## src/include/pat_cfg.svh

```systemverilog
`ifndef PAT_CFG_SVH
`define PAT_CFG_SVH

// datapath and instruction sizes
`define PAT_DATA_W     8     // data word
`define PAT_INSTR_W    23    // full instruction word
`define PAT_REG_ADR_W  3     // register address
`define PAT_REG_COUNT  8     // general registers
`define PAT_IN_PORTS   3     // input ports, one-hot select
`define PAT_SHAMT_W    2     // shift amount field, encodes 1..4
`define PAT_OP_W       4     // opcode width in every opcode space

// nop with condition always
// rn=0, reserved=0, cond=11, op8=1111, i3 prefix 1111, i0 nop 0101
`define PAT_INSTR_NOP  23'h003ff5

`endif

```

## src/design/pat_isa_pkg.sv

```systemverilog
`default_nettype none

`include "pat_cfg.svh"

package pat_isa_pkg;

	// i8 opcode space, all ones opens the i3 space
	typedef enum logic [`PAT_OP_W-1:0] {
		OP8_ORI     = 4'b0000,
		OP8_ORR     = 4'b0001,
		OP8_ANDI    = 4'b0010,
		OP8_ANDR    = 4'b0011,
		OP8_ADDI    = 4'b0100,
		OP8_ADDR    = 4'b0101,
		OP8_SUBI    = 4'b0110,
		OP8_SUBR    = 4'b0111,
		OP8_LDI     = 4'b1000,
		OP8_PREFIX3 = 4'b1111
	} op8_e;

	// i3 opcodes live in imm8[7:4]
	typedef enum logic [`PAT_OP_W-1:0] {
		OP3_SHLZI   = 4'b0000,
		OP3_SHLZR   = 4'b0001,
		OP3_SHLOI   = 4'b0010,
		OP3_SHLOR   = 4'b0011,
		OP3_SHRZI   = 4'b0100,
		OP3_SHRZR   = 4'b0101,
		OP3_SHROI   = 4'b0110,      // right shift, ones fill
		OP3_SHROR   = 4'b0111,
		OP3_IN      = 4'b1000,
		OP3_OUT     = 4'b1011,
		OP3_PREFIX0 = 4'b1111       // opens the i0 space
	} op3_e;

	// i0 opcodes live in imm8[3:0]
	typedef enum logic [`PAT_OP_W-1:0] {
		OP0_NOT  = 4'b0000,
		OP0_TEST = 4'b0010,
		OP0_NOP  = 4'b0101
	} op0_e;

	typedef enum logic [1:0] {
		COND_Z  = 2'd0,   // zero flag set
		COND_NZ = 2'd1,   // zero flag clear
		COND_N  = 2'd2,   // negative flag set
		COND_AL = 2'd3    // always
	} cond_e;

	typedef struct packed {
		logic [`PAT_REG_ADR_W-1:0] rn;   // destination, also operand a source
		// leftover field pointer and field flag bits, ignored by the core
		logic [`PAT_INSTR_W-`PAT_REG_ADR_W-2-`PAT_OP_W-`PAT_DATA_W-1:0] reserved;
		cond_e                     cond;
		op8_e                      op8;
		logic [`PAT_DATA_W-1:0]    imm8; // also carries i3 / i0 opcode
	} instr_t;

endpackage

`default_nettype wire

```

## src/design/pat_pipe_pkg.sv

```systemverilog
`default_nettype none

`include "pat_cfg.svh"

package pat_pipe_pkg;

	typedef enum logic [3:0] {
		ALU_PASS_B = 4'd0,
		ALU_OR     = 4'd1,
		ALU_AND    = 4'd2,
		ALU_ADD    = 4'd3,
		ALU_SUB    = 4'd4,
		ALU_NOT    = 4'd5,   // ~a
		ALU_SHLZ   = 4'd6,
		ALU_SHLO   = 4'd7,
		ALU_SHRZ   = 4'd8,
		ALU_SHRO   = 4'd9
	} alu_op_e;

	// ===============================================
	// decoded controls, decode -> execute
	typedef struct packed {
		alu_op_e                   alu_op;
		pat_isa_pkg::cond_e        cond;      // tested at commit
		logic [`PAT_REG_ADR_W-1:0] rd;        // write-back address
		logic                      wr_reg;    // result goes to R[rd]
		logic                      do_out;    // R[rn] goes to o_out
		logic                      do_test;   // flags from R[rn]
	} ctrl_t;

	typedef struct packed {
		logic [`PAT_DATA_W-1:0] port0;
		logic [`PAT_DATA_W-1:0] port1;
		logic [`PAT_DATA_W-1:0] port2;
	} in_ports_t;

endpackage

`default_nettype wire

```

## src/design/pat_alu.sv

```systemverilog
`timescale 1ns/1ps
`default_nettype none

`include "pat_cfg.svh"

module pat_alu
(
	input  wire pat_pipe_pkg::alu_op_e  i_op,
	input  wire logic [`PAT_DATA_W-1:0] i_a,
	input  wire logic [`PAT_DATA_W-1:0] i_b,
	output logic [`PAT_DATA_W-1:0]      o_y
);
	import pat_pipe_pkg::*;

	localparam logic [`PAT_DATA_W-1:0] ones = '1;

	logic [`PAT_SHAMT_W:0]  sh_n;    // shift distance 1..4
	logic [`PAT_DATA_W-1:0] shlz;
	logic [`PAT_DATA_W-1:0] shlo;
	logic [`PAT_DATA_W-1:0] shrz;
	logic [`PAT_DATA_W-1:0] shro;

	// ==================================================
	// shifter
	// only b[1:0] is looked at, so every amount is legal
	assign sh_n = {1'b0, i_b[`PAT_SHAMT_W-1:0]} + 1'b1;
	assign shlz = i_a << sh_n;
	assign shrz = i_a >> sh_n;
	assign shlo = shlz | ~(ones << sh_n);   // ones shifted into the low end
	assign shro = shrz | ~(ones >> sh_n);   // ones shifted into the high end

	// ==================================================
	// result select
	always_comb
	begin
		case (i_op)
			ALU_PASS_B: o_y = i_b;
			ALU_OR:     o_y = i_a | i_b;
			ALU_AND:    o_y = i_a & i_b;
			ALU_ADD:    o_y = i_a + i_b;   // wraps mod 256
			ALU_SUB:    o_y = i_a - i_b;
			ALU_NOT:    o_y = ~i_a;
			ALU_SHLZ:   o_y = shlz;
			ALU_SHLO:   o_y = shlo;
			ALU_SHRZ:   o_y = shrz;
			ALU_SHRO:   o_y = shro;
			default:    o_y = i_b;
		endcase
	end

endmodule

`default_nettype wire

```

## src/design/pat_core.sv

```systemverilog
`timescale 1ns/1ps
`default_nettype none

`include "pat_cfg.svh"

module pat_core
(
	input  wire logic                    clk,
	input  wire logic                    reset,
	input  wire pat_isa_pkg::instr_t     i_instr,
	input  wire pat_pipe_pkg::in_ports_t i_in,
	output logic [`PAT_DATA_W-1:0]       o_out
);
	import pat_pipe_pkg::*;

	logic [`PAT_REG_ADR_W-1:0] rn_adr;
	logic [`PAT_REG_ADR_W-1:0] rs_adr;
	logic [`PAT_DATA_W-1:0]    rn_data;
	logic [`PAT_DATA_W-1:0]    rs_data;
	ctrl_t                     ctrl;      // decode register
	logic [`PAT_DATA_W-1:0]    dec_a;
	logic [`PAT_DATA_W-1:0]    dec_b;
	alu_op_e                   alu_op;
	logic [`PAT_DATA_W-1:0]    alu_a;
	logic [`PAT_DATA_W-1:0]    alu_b;
	logic [`PAT_DATA_W-1:0]    alu_y;
	logic                      wr_en;     // commit write-back
	logic [`PAT_REG_ADR_W-1:0] wr_adr;
	logic [`PAT_DATA_W-1:0]    wr_data;

	pat_decode u_decode (.clk(clk), .reset(reset), .i_instr(i_instr), .i_in(i_in),
		.o_rn_adr(rn_adr), .o_rs_adr(rs_adr), .i_rn_data(rn_data), .i_rs_data(rs_data),
		.o_ctrl(ctrl), .o_a(dec_a), .o_b(dec_b));

	pat_regfile u_regfile (.clk(clk), .i_rd_adr_a(rn_adr), .i_rd_adr_b(rs_adr),
		.o_rd_data_a(rn_data), .o_rd_data_b(rs_data),
		.i_wr_en(wr_en), .i_wr_adr(wr_adr), .i_wr_data(wr_data));

	pat_execute u_execute (.clk(clk), .reset(reset), .i_ctrl(ctrl), .i_a(dec_a), .i_b(dec_b),
		.o_alu_op(alu_op), .o_alu_a(alu_a), .o_alu_b(alu_b), .i_alu_y(alu_y),
		.o_wr_en(wr_en), .o_wr_adr(wr_adr), .o_wr_data(wr_data), .o_out(o_out));

	pat_alu u_alu (.i_op(alu_op), .i_a(alu_a), .i_b(alu_b), .o_y(alu_y));

endmodule

`default_nettype wire

```

## src/design/pat_decode.sv

```systemverilog
`timescale 1ns/1ps
`default_nettype none

`include "pat_cfg.svh"

module pat_decode
(
	input  wire logic                      clk,
	input  wire logic                      reset,
	input  wire pat_isa_pkg::instr_t       i_instr,
	input  wire pat_pipe_pkg::in_ports_t   i_in,
	output logic [`PAT_REG_ADR_W-1:0]      o_rn_adr,
	output logic [`PAT_REG_ADR_W-1:0]      o_rs_adr,
	input  wire logic [`PAT_DATA_W-1:0]    i_rn_data,
	input  wire logic [`PAT_DATA_W-1:0]    i_rs_data,
	output pat_pipe_pkg::ctrl_t            o_ctrl,
	output logic [`PAT_DATA_W-1:0]         o_a,
	output logic [`PAT_DATA_W-1:0]         o_b
);
	import pat_isa_pkg::*;
	import pat_pipe_pkg::*;

	localparam ctrl_t ctrl_nop = '{
		alu_op:  ALU_PASS_B,
		cond:    COND_AL,
		rd:      '0,
		wr_reg:  1'b0,
		do_out:  1'b0,
		do_test: 1'b0
	};

	instr_t                   instr_q;   // instruction register
	op3_e                     op3;
	op0_e                     op0;
	logic                     is_i8;
	logic                     is_i3;
	logic [`PAT_IN_PORTS-1:0] in_sel;    // one-hot port select
	logic [`PAT_DATA_W-1:0]   in_word;
	ctrl_t                    ctrl_d;
	logic [`PAT_DATA_W-1:0]   a_d;
	logic [`PAT_DATA_W-1:0]   b_d;

	// ==================================================
	// opcode spaces, nested behind all-ones prefixes
	assign op3    = op3_e'(instr_q.imm8[7:4]);
	assign op0    = op0_e'(instr_q.imm8[3:0]);
	assign is_i8  = (instr_q.op8 != OP8_PREFIX3);
	assign is_i3  = !is_i8 && (op3 != OP3_PREFIX0);
	assign in_sel = instr_q.imm8[`PAT_IN_PORTS-1:0];

	assign o_rn_adr = instr_q.rn;
	assign o_rs_adr = instr_q.imm8[`PAT_REG_ADR_W-1:0];   // register-form source

	always_comb
	begin
		case (in_sel)
			3'b001:  in_word = i_in.port0;
			3'b010:  in_word = i_in.port1;
			3'b100:  in_word = i_in.port2;
			default: in_word = i_in.port0;   // bad select falls back to port0
		endcase
	end

	// ==================================================
	// control and operand selection
	always_comb
	begin
		ctrl_d.alu_op  = ALU_PASS_B;
		ctrl_d.cond    = instr_q.cond;
		ctrl_d.rd      = instr_q.rn;
		ctrl_d.wr_reg  = 1'b0;
		ctrl_d.do_out  = 1'b0;
		ctrl_d.do_test = 1'b0;
		a_d            = i_rn_data;   // R[rn]
		b_d            = i_rs_data;   // R[imm8[2:0]]
		if (is_i8)
		begin
			if (!instr_q.op8[0])
				b_d = instr_q.imm8;   // even i8 opcodes are immediate forms
			ctrl_d.wr_reg = 1'b1;
			case (instr_q.op8)
				OP8_ORI, OP8_ORR:   ctrl_d.alu_op = ALU_OR;
				OP8_ANDI, OP8_ANDR: ctrl_d.alu_op = ALU_AND;
				OP8_ADDI, OP8_ADDR: ctrl_d.alu_op = ALU_ADD;
				OP8_SUBI, OP8_SUBR: ctrl_d.alu_op = ALU_SUB;
				OP8_LDI:
				begin
					ctrl_d.alu_op = ALU_OR;   // 0 | imm8
					a_d           = '0;
				end
				default: ctrl_d.wr_reg = 1'b0;   // unknown, behaves as nop
			endcase
		end
		else if (is_i3)
		begin
			if (!op3[3] && !op3[0])   // shift immediates use the 3-bit field
				b_d = `PAT_DATA_W'(instr_q.imm8[2:0]);
			case (op3)
				OP3_SHLZI, OP3_SHLZR: ctrl_d.alu_op = ALU_SHLZ;
				OP3_SHLOI, OP3_SHLOR: ctrl_d.alu_op = ALU_SHLO;
				OP3_SHRZI, OP3_SHRZR: ctrl_d.alu_op = ALU_SHRZ;
				OP3_SHROI, OP3_SHROR: ctrl_d.alu_op = ALU_SHRO;
				OP3_IN:
				begin
					ctrl_d.alu_op = ALU_OR;   // port | 0
					a_d           = in_word;
					b_d           = '0;
				end
				OP3_OUT: ctrl_d.do_out = 1'b1;
				default: ;
			endcase
			ctrl_d.wr_reg = !op3[3] || (op3 == OP3_IN);   // shifts and in write back
		end
		else
		begin
			// i0 space
			case (op0)
				OP0_NOT:
				begin
					ctrl_d.alu_op = ALU_NOT;
					ctrl_d.wr_reg = 1'b1;
				end
				OP0_TEST: ctrl_d.do_test = 1'b1;
				OP0_NOP:  ;
				default:  ;   // unknown i0 opcodes idle too
			endcase
		end
	end

	always_ff @(posedge clk)
	begin
		if (reset)
		begin
			instr_q <= instr_t'(`PAT_INSTR_NOP);
			o_ctrl  <= ctrl_nop;
		end
		else
		begin
			instr_q <= i_instr;
			o_ctrl  <= ctrl_d;
		end
	end

	always_ff @(posedge clk)
	begin
		o_a <= a_d;
		o_b <= b_d;
	end

	// execute relies on a legal operation in every slot
	a_alu_op_known: assert property (@(posedge clk) disable iff (reset)
		o_ctrl.alu_op inside {ALU_PASS_B, ALU_OR, ALU_AND, ALU_ADD, ALU_SUB,
			ALU_NOT, ALU_SHLZ, ALU_SHLO, ALU_SHRZ, ALU_SHRO});

endmodule

`default_nettype wire

```

## src/design/pat_execute.sv

```systemverilog
`timescale 1ns/1ps
`default_nettype none

`include "pat_cfg.svh"

module pat_execute
(
	input  wire logic                      clk,
	input  wire logic                      reset,
	input  wire pat_pipe_pkg::ctrl_t       i_ctrl,
	input  wire logic [`PAT_DATA_W-1:0]    i_a,
	input  wire logic [`PAT_DATA_W-1:0]    i_b,
	output pat_pipe_pkg::alu_op_e          o_alu_op,
	output logic [`PAT_DATA_W-1:0]         o_alu_a,
	output logic [`PAT_DATA_W-1:0]         o_alu_b,
	input  wire logic [`PAT_DATA_W-1:0]    i_alu_y,
	output logic                           o_wr_en,
	output logic [`PAT_REG_ADR_W-1:0]      o_wr_adr,
	output logic [`PAT_DATA_W-1:0]         o_wr_data,
	output logic [`PAT_DATA_W-1:0]         o_out
);
	import pat_isa_pkg::*;

	logic z_q;        // zero flag, set by test
	logic n_q;        // negative flag
	logic cond_ok;    // commit enable for this slot

	// ==================================================
	// condition check on the flags as they stand now
	always_comb
	begin
		case (i_ctrl.cond)
			COND_Z:  cond_ok = z_q;
			COND_NZ: cond_ok = !z_q;
			COND_N:  cond_ok = n_q;
			default: cond_ok = 1'b1;   // always
		endcase
	end

	// alu sees the registered operands directly
	assign o_alu_op = i_ctrl.alu_op;
	assign o_alu_a  = i_a;
	assign o_alu_b  = i_b;

	// write-back lands on the same edge as o_out and the flags
	assign o_wr_en   = cond_ok && i_ctrl.wr_reg;
	assign o_wr_adr  = i_ctrl.rd;
	assign o_wr_data = i_alu_y;

	// ==================================================
	// output port and flags
	always_ff @(posedge clk)
	begin
		if (reset)
		begin
			o_out <= '0;
			z_q   <= 1'b0;
			n_q   <= 1'b0;
		end
		else
		begin
			if (cond_ok && i_ctrl.do_out)
				o_out <= i_a;   // R[rn]
			if (cond_ok && i_ctrl.do_test)
			begin
				z_q <= (i_a == '0);
				n_q <= i_a[`PAT_DATA_W-1];
			end
		end
	end

	// decode must hand over at most one commit kind per slot
	a_one_commit: assert property (@(posedge clk) disable iff (reset)
		$onehot0({i_ctrl.wr_reg, i_ctrl.do_out, i_ctrl.do_test}));

endmodule

`default_nettype wire

```

## src/design/pat_regfile.sv

```systemverilog
`timescale 1ns/1ps
`default_nettype none

`include "pat_cfg.svh"

module pat_regfile
(
	input  wire logic                     clk,
	input  wire logic [`PAT_REG_ADR_W-1:0] i_rd_adr_a,
	input  wire logic [`PAT_REG_ADR_W-1:0] i_rd_adr_b,
	output logic [`PAT_DATA_W-1:0]         o_rd_data_a,
	output logic [`PAT_DATA_W-1:0]         o_rd_data_b,
	input  wire logic                      i_wr_en,
	input  wire logic [`PAT_REG_ADR_W-1:0] i_wr_adr,
	input  wire logic [`PAT_DATA_W-1:0]    i_wr_data
);
	logic [`PAT_DATA_W-1:0] regs [`PAT_REG_COUNT];

	assign o_rd_data_a = regs[i_rd_adr_a];   // async read, sees the new value after the edge
	assign o_rd_data_b = regs[i_rd_adr_b];

	always_ff @(posedge clk)
	begin
		if (i_wr_en)
			regs[i_wr_adr] <= i_wr_data;
	end

	// commit address comes from the decode register two stages back
	a_wr_adr_known: assert property (@(posedge clk) i_wr_en |-> !$isunknown(i_wr_adr));

endmodule

`default_nettype wire

```

## config.mk

```make
export PLATFORM = sky130hd
export DESIGN_NAME = pat_core
export DESIGN_NICKNAME = d
export VERILOG_FILES = /design/src/design/pat_isa_pkg.sv /design/src/design/pat_pipe_pkg.sv /design/src/design/pat_alu.sv /design/src/design/pat_core.sv /design/src/design/pat_decode.sv /design/src/design/pat_execute.sv /design/src/design/pat_regfile.sv
export VERILOG_INCLUDE_DIRS = /design/src /design/src/include
export SDC_FILE = /design/constraint.sdc
export NUM_CORES = 1
export LEC_CHECK = 0
export ABC_AREA = 1
export CAP_MARGIN = 10
export CORE_MARGIN = 2
export CORE_UTILIZATION = 60
export CTS_BUF_LIST = sky130_fd_sc_hd__clkbuf_8
export DETAILED_ROUTE_END_ITERATION = 6
export DONT_BUFFER_PORTS = 1
export PLACE_DENSITY = 0.76
export REMOVE_ABC_BUFFERS = 1
export SYNTH_ARGS = -nofsm -noshare
export SYNTH_HDL_FRONTEND = slang
export SYNTH_SLANG_ARGS = --single-unit
export TNS_END_PERCENT = 20
```

## constraint.sdc

```tcl
create_clock -name clk -period 3.9 [get_ports clk]
set_input_delay 0.78 -clock clk [delete_from_list [all_inputs] [get_ports clk]]
set_output_delay 0.78 -clock clk [all_outputs]
set_load 0.03 [all_outputs]
```

Word level (Yosys, flattened, before mapping)
Memories as Yosys holds them, arrays and structs flattened. A register that Yosys moved wholly into a read port is not among the register bits. Cells that the tools add are included.

Register bits: 55. RAM bits: 64. Input port bits: 49. Output and inout bits: 8. Word-level logic and storage cells: 117. Memories: 1.

Memories: u_regfile.regs (depth 8, bits a word 8, read ports 2, clocked after Yosys merged registers in 2, wr ports 1, line pat_regfile.sv:17) `` logic [`PAT_DATA_W-1:0] regs [`PAT_REG_COUNT]; ``.

Add/subtract/negate cells: 3. Equality and inequality tests: 33. Shift-type cells: 4. Mux-type cells: 27. Bitwise logic cells: 8. Reduce and logical (&&, ||, !) cells: 26.

Operators with widths (number): 8-bit 2-to-1 mux (9); 8-bit case mux with 9 select lines (1); 4-bit by 3-bit == test with 1-bit output (second input constant) (12); 4-bit by 2-bit == test with 1-bit output (second input constant) (7); 8-bit inverter (3); 8-bit OR (3); 4-bit == test (second input constant) (5); 4-bit case mux with 5 select lines (1); 8-bit case mux with 2 select lines (1); 2-bit OR reduction (7); 4-bit by 1-bit == test with 1-bit output (second input constant) (3); 4-bit zero test (3); 3-bit case mux with 4 select lines (1); 3-bit 2-to-1 mux (3); 3-bit OR reduction (3); 9-bit OR reduction (1); 8-bit adder (1); 8-bit bitwise AND (1); 8-bit zero test (1); 1-bit 2-to-1 mux (8); 4-bit 2-to-1 mux (2); 4-bit != test (second input constant) (2); 8-bit by 3-bit left shift with 8-bit output (1); 8-bit by 3-bit left shift with 8-bit output (first input constant) (1); other kinds (14) (21).

Depth between registers and ports, before layout
Word-level depth: 6. Gate-level depth with buffers: 17. Gate-level depth less buffers: 16.

Cells and area by module
A second synthesis with hierarchy kept.

Cells, all modules: 1086. Area, all modules: 7742.4 um^2.

By module, submodules not included: pat_regfile (instances 1, cells each 445, area an instance 3553.4 um^2, seq. area each 1921.8 um^2); pat_decode (instances 1, cells each 244, area an instance 1923.1 um^2, seq. area each 900.9 um^2); pat_alu (instances 1, cells each 288, area an instance 1542.7 um^2, seq. area each 0.0 um^2); pat_execute (instances 1, cells each 109, area an instance 723.2 um^2, seq. area each 200.2 um^2).

Least setup slack after synthesis
OpenSTA, ideal clock, no wires.

Path type: reg2reg. From: register u_decode.o_b[0]. To: memory u_regfile.regs[0][2] in the netlist's numbering, data pin. Setup time: 0.303 ns. Arrival: 2.337 ns. Required time: 3.597 ns. Path slack: 1.260 ns. Cell stages (with the launch flop): 12. Path buffers: 0. Clock period less this slack: 2.640 ns. Cells stage by stage: dfxtp_1 inv_1 ha_1 inv_1 nand2_1 o21ai_0 fa_1 or2_2 nand3_1 o211ai_1 nor2_1 nand3_1.

Cells in the longest elaborated chain, start to end: 5. Elaborated cells between the ends (all ways): 12. Those cells by class: 3 x add/sub; 4 x shift; 1 x mux; 4 x bitwise.

RTL lines: from (decl) (line pat_decode.sv:18) `` output logic [`PAT_DATA_W-1:0] o_b ``; from (signal assigned) (line pat_decode.sv:147) `o_b <= b_d;`; 2-bit by 1-bit adder with 3-bit output (line pat_alu.sv:26) `` assign sh_n = {1'b0, i_b[`PAT_SHAMT_W-1:0]} + 1'b1; ``; 8-bit by 3-bit right shift with 8-bit output / 8-bit by 3-bit left shift with 8-bit output (equally long branches) (line pat_alu.sv:30, pat_alu.sv:29); 8-bit inverter (on tied branches) (line pat_alu.sv:30, pat_alu.sv:29); 8-bit OR (on tied branches) (line pat_alu.sv:30, pat_alu.sv:29); 8-bit case mux with 9 select lines * (line pat_alu.sv:36) `case (i_op)`; via alu_y[2] (line pat_core.sv:26) `` logic [`PAT_DATA_W-1:0] alu_y; ``; to (decl) (line pat_regfile.sv:17).

Mark *: on every way through the listed nets, which the timed path passes. The rest lies on a longest branch.

Final worst setup path
From: register u_decode.o_b[0]. To: memory u_regfile.regs[2][5] in the netlist's numbering, data pin.

Same word-level chain as after synthesis.

==> summary.md <==
| Metric | Value |
|---|---|
| CP max stage cell | a21oi_1 |
| Fmax achieved | 352 MHz |
| Slowest stage delay, CP | 510 ps |
| Count leader, synth | nand2_1 |
| CP delay by family, top | compound AO/OA/AOI/OAI gates |
| Distinct cell type count after synthesis | 34 |
| Pre-antenna DRT Iters | 5 |
| Post-Route WL | ~19,000 µm |
| Status | finished, final reports clean |
| GP Congestion | 0.975 |
| Die width | 109 µm |
| Clock slew at reported path FFs | roughly 80 ps |
| FFs w/ async S/R, synth | 0% |
| Longest Clk Path Bufs | 2 |
| Post-Place Cells | 989 |
| RSZ-0062 raised after global routing | false |
| Final-report setup violation count | 0 |
| Hold Slack | 411 ps |
| Max-Cap Viols | 0 |
| Hold-fix buffers, CTS | 0 |
| Mux cell area share after synthesis | 0% |
| # fillers | 942 |
| Cell Int Power | 2.12 mW |
| Die area | 0.0119 mm² |
| VDD IR max | 0.415 mV |
| Power share of the clock group | 32.5% |
| Post-synthesis compound-gate area fraction | between 10% and 20% |
| Max-slew violation count | 0 |
| Core area | 0.0108 mm² |
| Rows | 38 |
| Final WS setup | about 1100 ps |
| Most frequent cells after synthesis | nand2_1, o21ai_0, nor2_1 |
| Switch Pwr | ~1.0 mW |
| Number of flops mapped to enable cells by yosys | 64 |
| GRT Total Usage | about a third |
| Iteration-0 DRC count of the detailed router | 668 |
| Top cell type's share of synthesized area | 28.9% |
| Initial Util | 61.4% |
| Clock Sink Count | 119 |
| Area leader, netlist | edfxtp_1 |
| Grt ovf | 0 |
| Post-DP Area | 0.00674 mm² |
| Seq/Total Area, Yosys | roughly 45% |
| Die H | 109 µm |
| Combinational family with the most area after synthesis | simple AND/OR/NAND/NOR gates |
| Leakage power | 2.91 nW |
| Top cell by count, worst path | nand2_1 |
| Sequential power share | 47.0% |
| Initial antenna violation count | 0 |
| Synthesis-to-layout area growth | 6.83% |
| Period utilisation layout | 72.9% |
| Nets | ~930 |
| ANT nets after route | 0 |
| # port buffers | 0 |
| Cell Chain, Critical Path | inv_1 > buf_4 > ha_1 > nor2_1 > xor2_1 > ha_1 > a21oi_1 > nand2_1 > nand2_1 > nand3_1 > nand2_1 > nand3_1 > a21oi_1 |
| Logic gate share of total power | 20.6% |
| Type of the worst setup path | reg2reg |
| Worst-Skew Late Latency | 440 ps |
| Total power density per cell area | 443 mW/mm² |
| Number of global-route vias before repair | 5,823 |
| Synthesized cell area | approximately 0.0067 mm² |
| Vias/cell | 6.02 |
| Synthesized flop and latch total | about 120 |
| Total power | 3.15 mW |
| Worst Clk Skew | about 15 ps |
| H-tree Lvls | 4 |
| Sw Ratio | 32.6% |
| Post-route cell area | 0.00711 mm² |
| CP bufs+invs | 2 |
| Setup_tns | 0 ps |
| Mean Syn Cell Area | 7.60 µm² |
| Synth Area in XOR/XNOR | 0.790% |
| Mapped Cells | 875 |
| Final Hold Viols | 0 |
| Slew @ Worst Pin | 1030 ps |
| Setup bufs post-CTS | 0 |
| Slew HR | 30.8% |
| CP max FO | 8 |
| CP endpoint kind | register |
| Synth Area in Simple Gates | 24.5% |
| Adder-cell share of the synthesized area | 2.93% |
| Min Tclk post-route | 2840 ps |
| Non-filler instance count after layout | approximately 1,000 |
| Wire length per cell | 18.4 µm |
| Worst hold path class | in2reg |
| Synth warnings | 0 |
| Ports | 57 |
| DR vias | 6,143 |
| Layout cell share with drive strength beyond 1 | 8.85% |
| Post-CTS resize count | 0 |
| Top cells by area, synth | edfxtp_1, dfxtp_1, nand2_1 |
| Root Buffer | clkbuf_8 |
| Ant. Diodes | 0 |
| CTS tree | built |
| First-pass GRT wire length | 29,600 µm |
| Post-place setup slack | 1120 ps |
| Crit path DAT | around 3000 ps |
| DPL Wire Length | 13,200 µm |
| Final core utilization | 65.6% |
| Worst setup SP type | register |
| Num CTS Buffers | 17 |
| Largest net degree at the start of global routing | 60 |
| Synth Flop Type | edfxtp_1 |
| Worst EP required | 4060 ps |
| Remaining DRCs | 0 |
[final cells by class]
type	count	area, µm²	share of cell area, %
Multi-Input combinational cell	623	3110	43.7
Sequential cell	119	3020	42.5
Inverter	97	364	5.12
Clock buffer	17	234	3.29
Tap cell	140	175	2.46
Clock inverter	15	130	1.83
Timing Repair Buffer	10	75.1	1.06
[metal layers]
metal | wire length (µm) | track usage (%) | vias to the layer above
met5 | 0 | 0 | -
met4 | 526 | 12.8 | 0
met3 | 1700 | 5.51 | 44
met2 | 8690 | 52.4 | 322
met1 | 7890 | 46.6 | 2818
li1 | - | - | 2959
[path summary, 6_finish.rpt]
| kind | startpoint | cells past startpoint | endpoint | slack, ps |
|---|---|---|---|---|
| worst max register to register | u_decode.o_b[0] | 13 | u_regfile.regs[2][5] | 1060 |
| worst min-delay path | reset | 1 | u_execute.z_q | 410 |
| worst min register to register | u_decode.o_rn_adr[1] | 2 | u_decode.o_ctrl[4] | 430 |
| worst max-delay path | u_decode.o_b[0] | 13 | u_regfile.regs[2][5] | 1060 |
[power groups by stage]
stage	clock (mW)	sequential (mW)	combinational (mW)
2_1_floorplan	0	1.50	0.432
3_3_place_gp	0	1.50	0.610
3_5_place_dp	0	1.50	0.630
4_1_cts	1.03	1.48	0.634
5_1_grt	1.08	1.48	0.731
6_report	1.02	1.48	0.647
[cells by family after synthesis]
family | Yosys count
AO/OA/AOI/OAI | 232
XOR/XNOR | 6
adder cells (fa/ha/maj) | 15
buffers and inverters | 133
flip-flops | 119
AND/OR/NAND/NOR | 370
[state kept, by name, indices dropped and copies added (netlist names), 3 cells and up]
register	cells
u_decode.o_a	8
u_decode.instr_q	9
u_decode.o_ctrl	12
u_execute.o_out	8
u_decode.o_rs_adr	3
u_decode.o_b	8
u_decode.o_rn_adr	3
u_regfile.regs	64
[worst reg2reg max path, stage by stage (launching register included)]
cell	delay, ps
dfxtp_1	340
inv_1	80
buf_4	180
ha_1	230
nor2_1	130
xor2_1	190
ha_1	310
a21oi_1	180
nand2_1	130
nand2_1	110
nand3_1	70
nand2_1	60
nand3_1	70
a21oi_1	510
[placed cells by master (no fill, tap or decap), types with 3 or more instances in the layout]
master      Yosys  routed
edfxtp_1       64      64
nand4_1        18      18
nor2_2          5       5
clkinv_2        0       3
nor2_1         86      86
or2_2          16      16
dfxtp_1        55      55
o21ai_0       112     112
nand2_1       165     165
nand3b_1        5       5
a21oi_1        77      77
inv_2          11      11
xor2_1          5       5
clkinvlp_4      0       3
clkinv_4        0       3
nor4_1          3       3
inv_1          85      86
buf_4           1      10
o21ai_1        14      14
nand3_1        58      58
ha_1           14      14
o211ai_1       21      21
clkbuf_8        0      17
nor3_1          6       6
(Power assumes the default switching activity.)
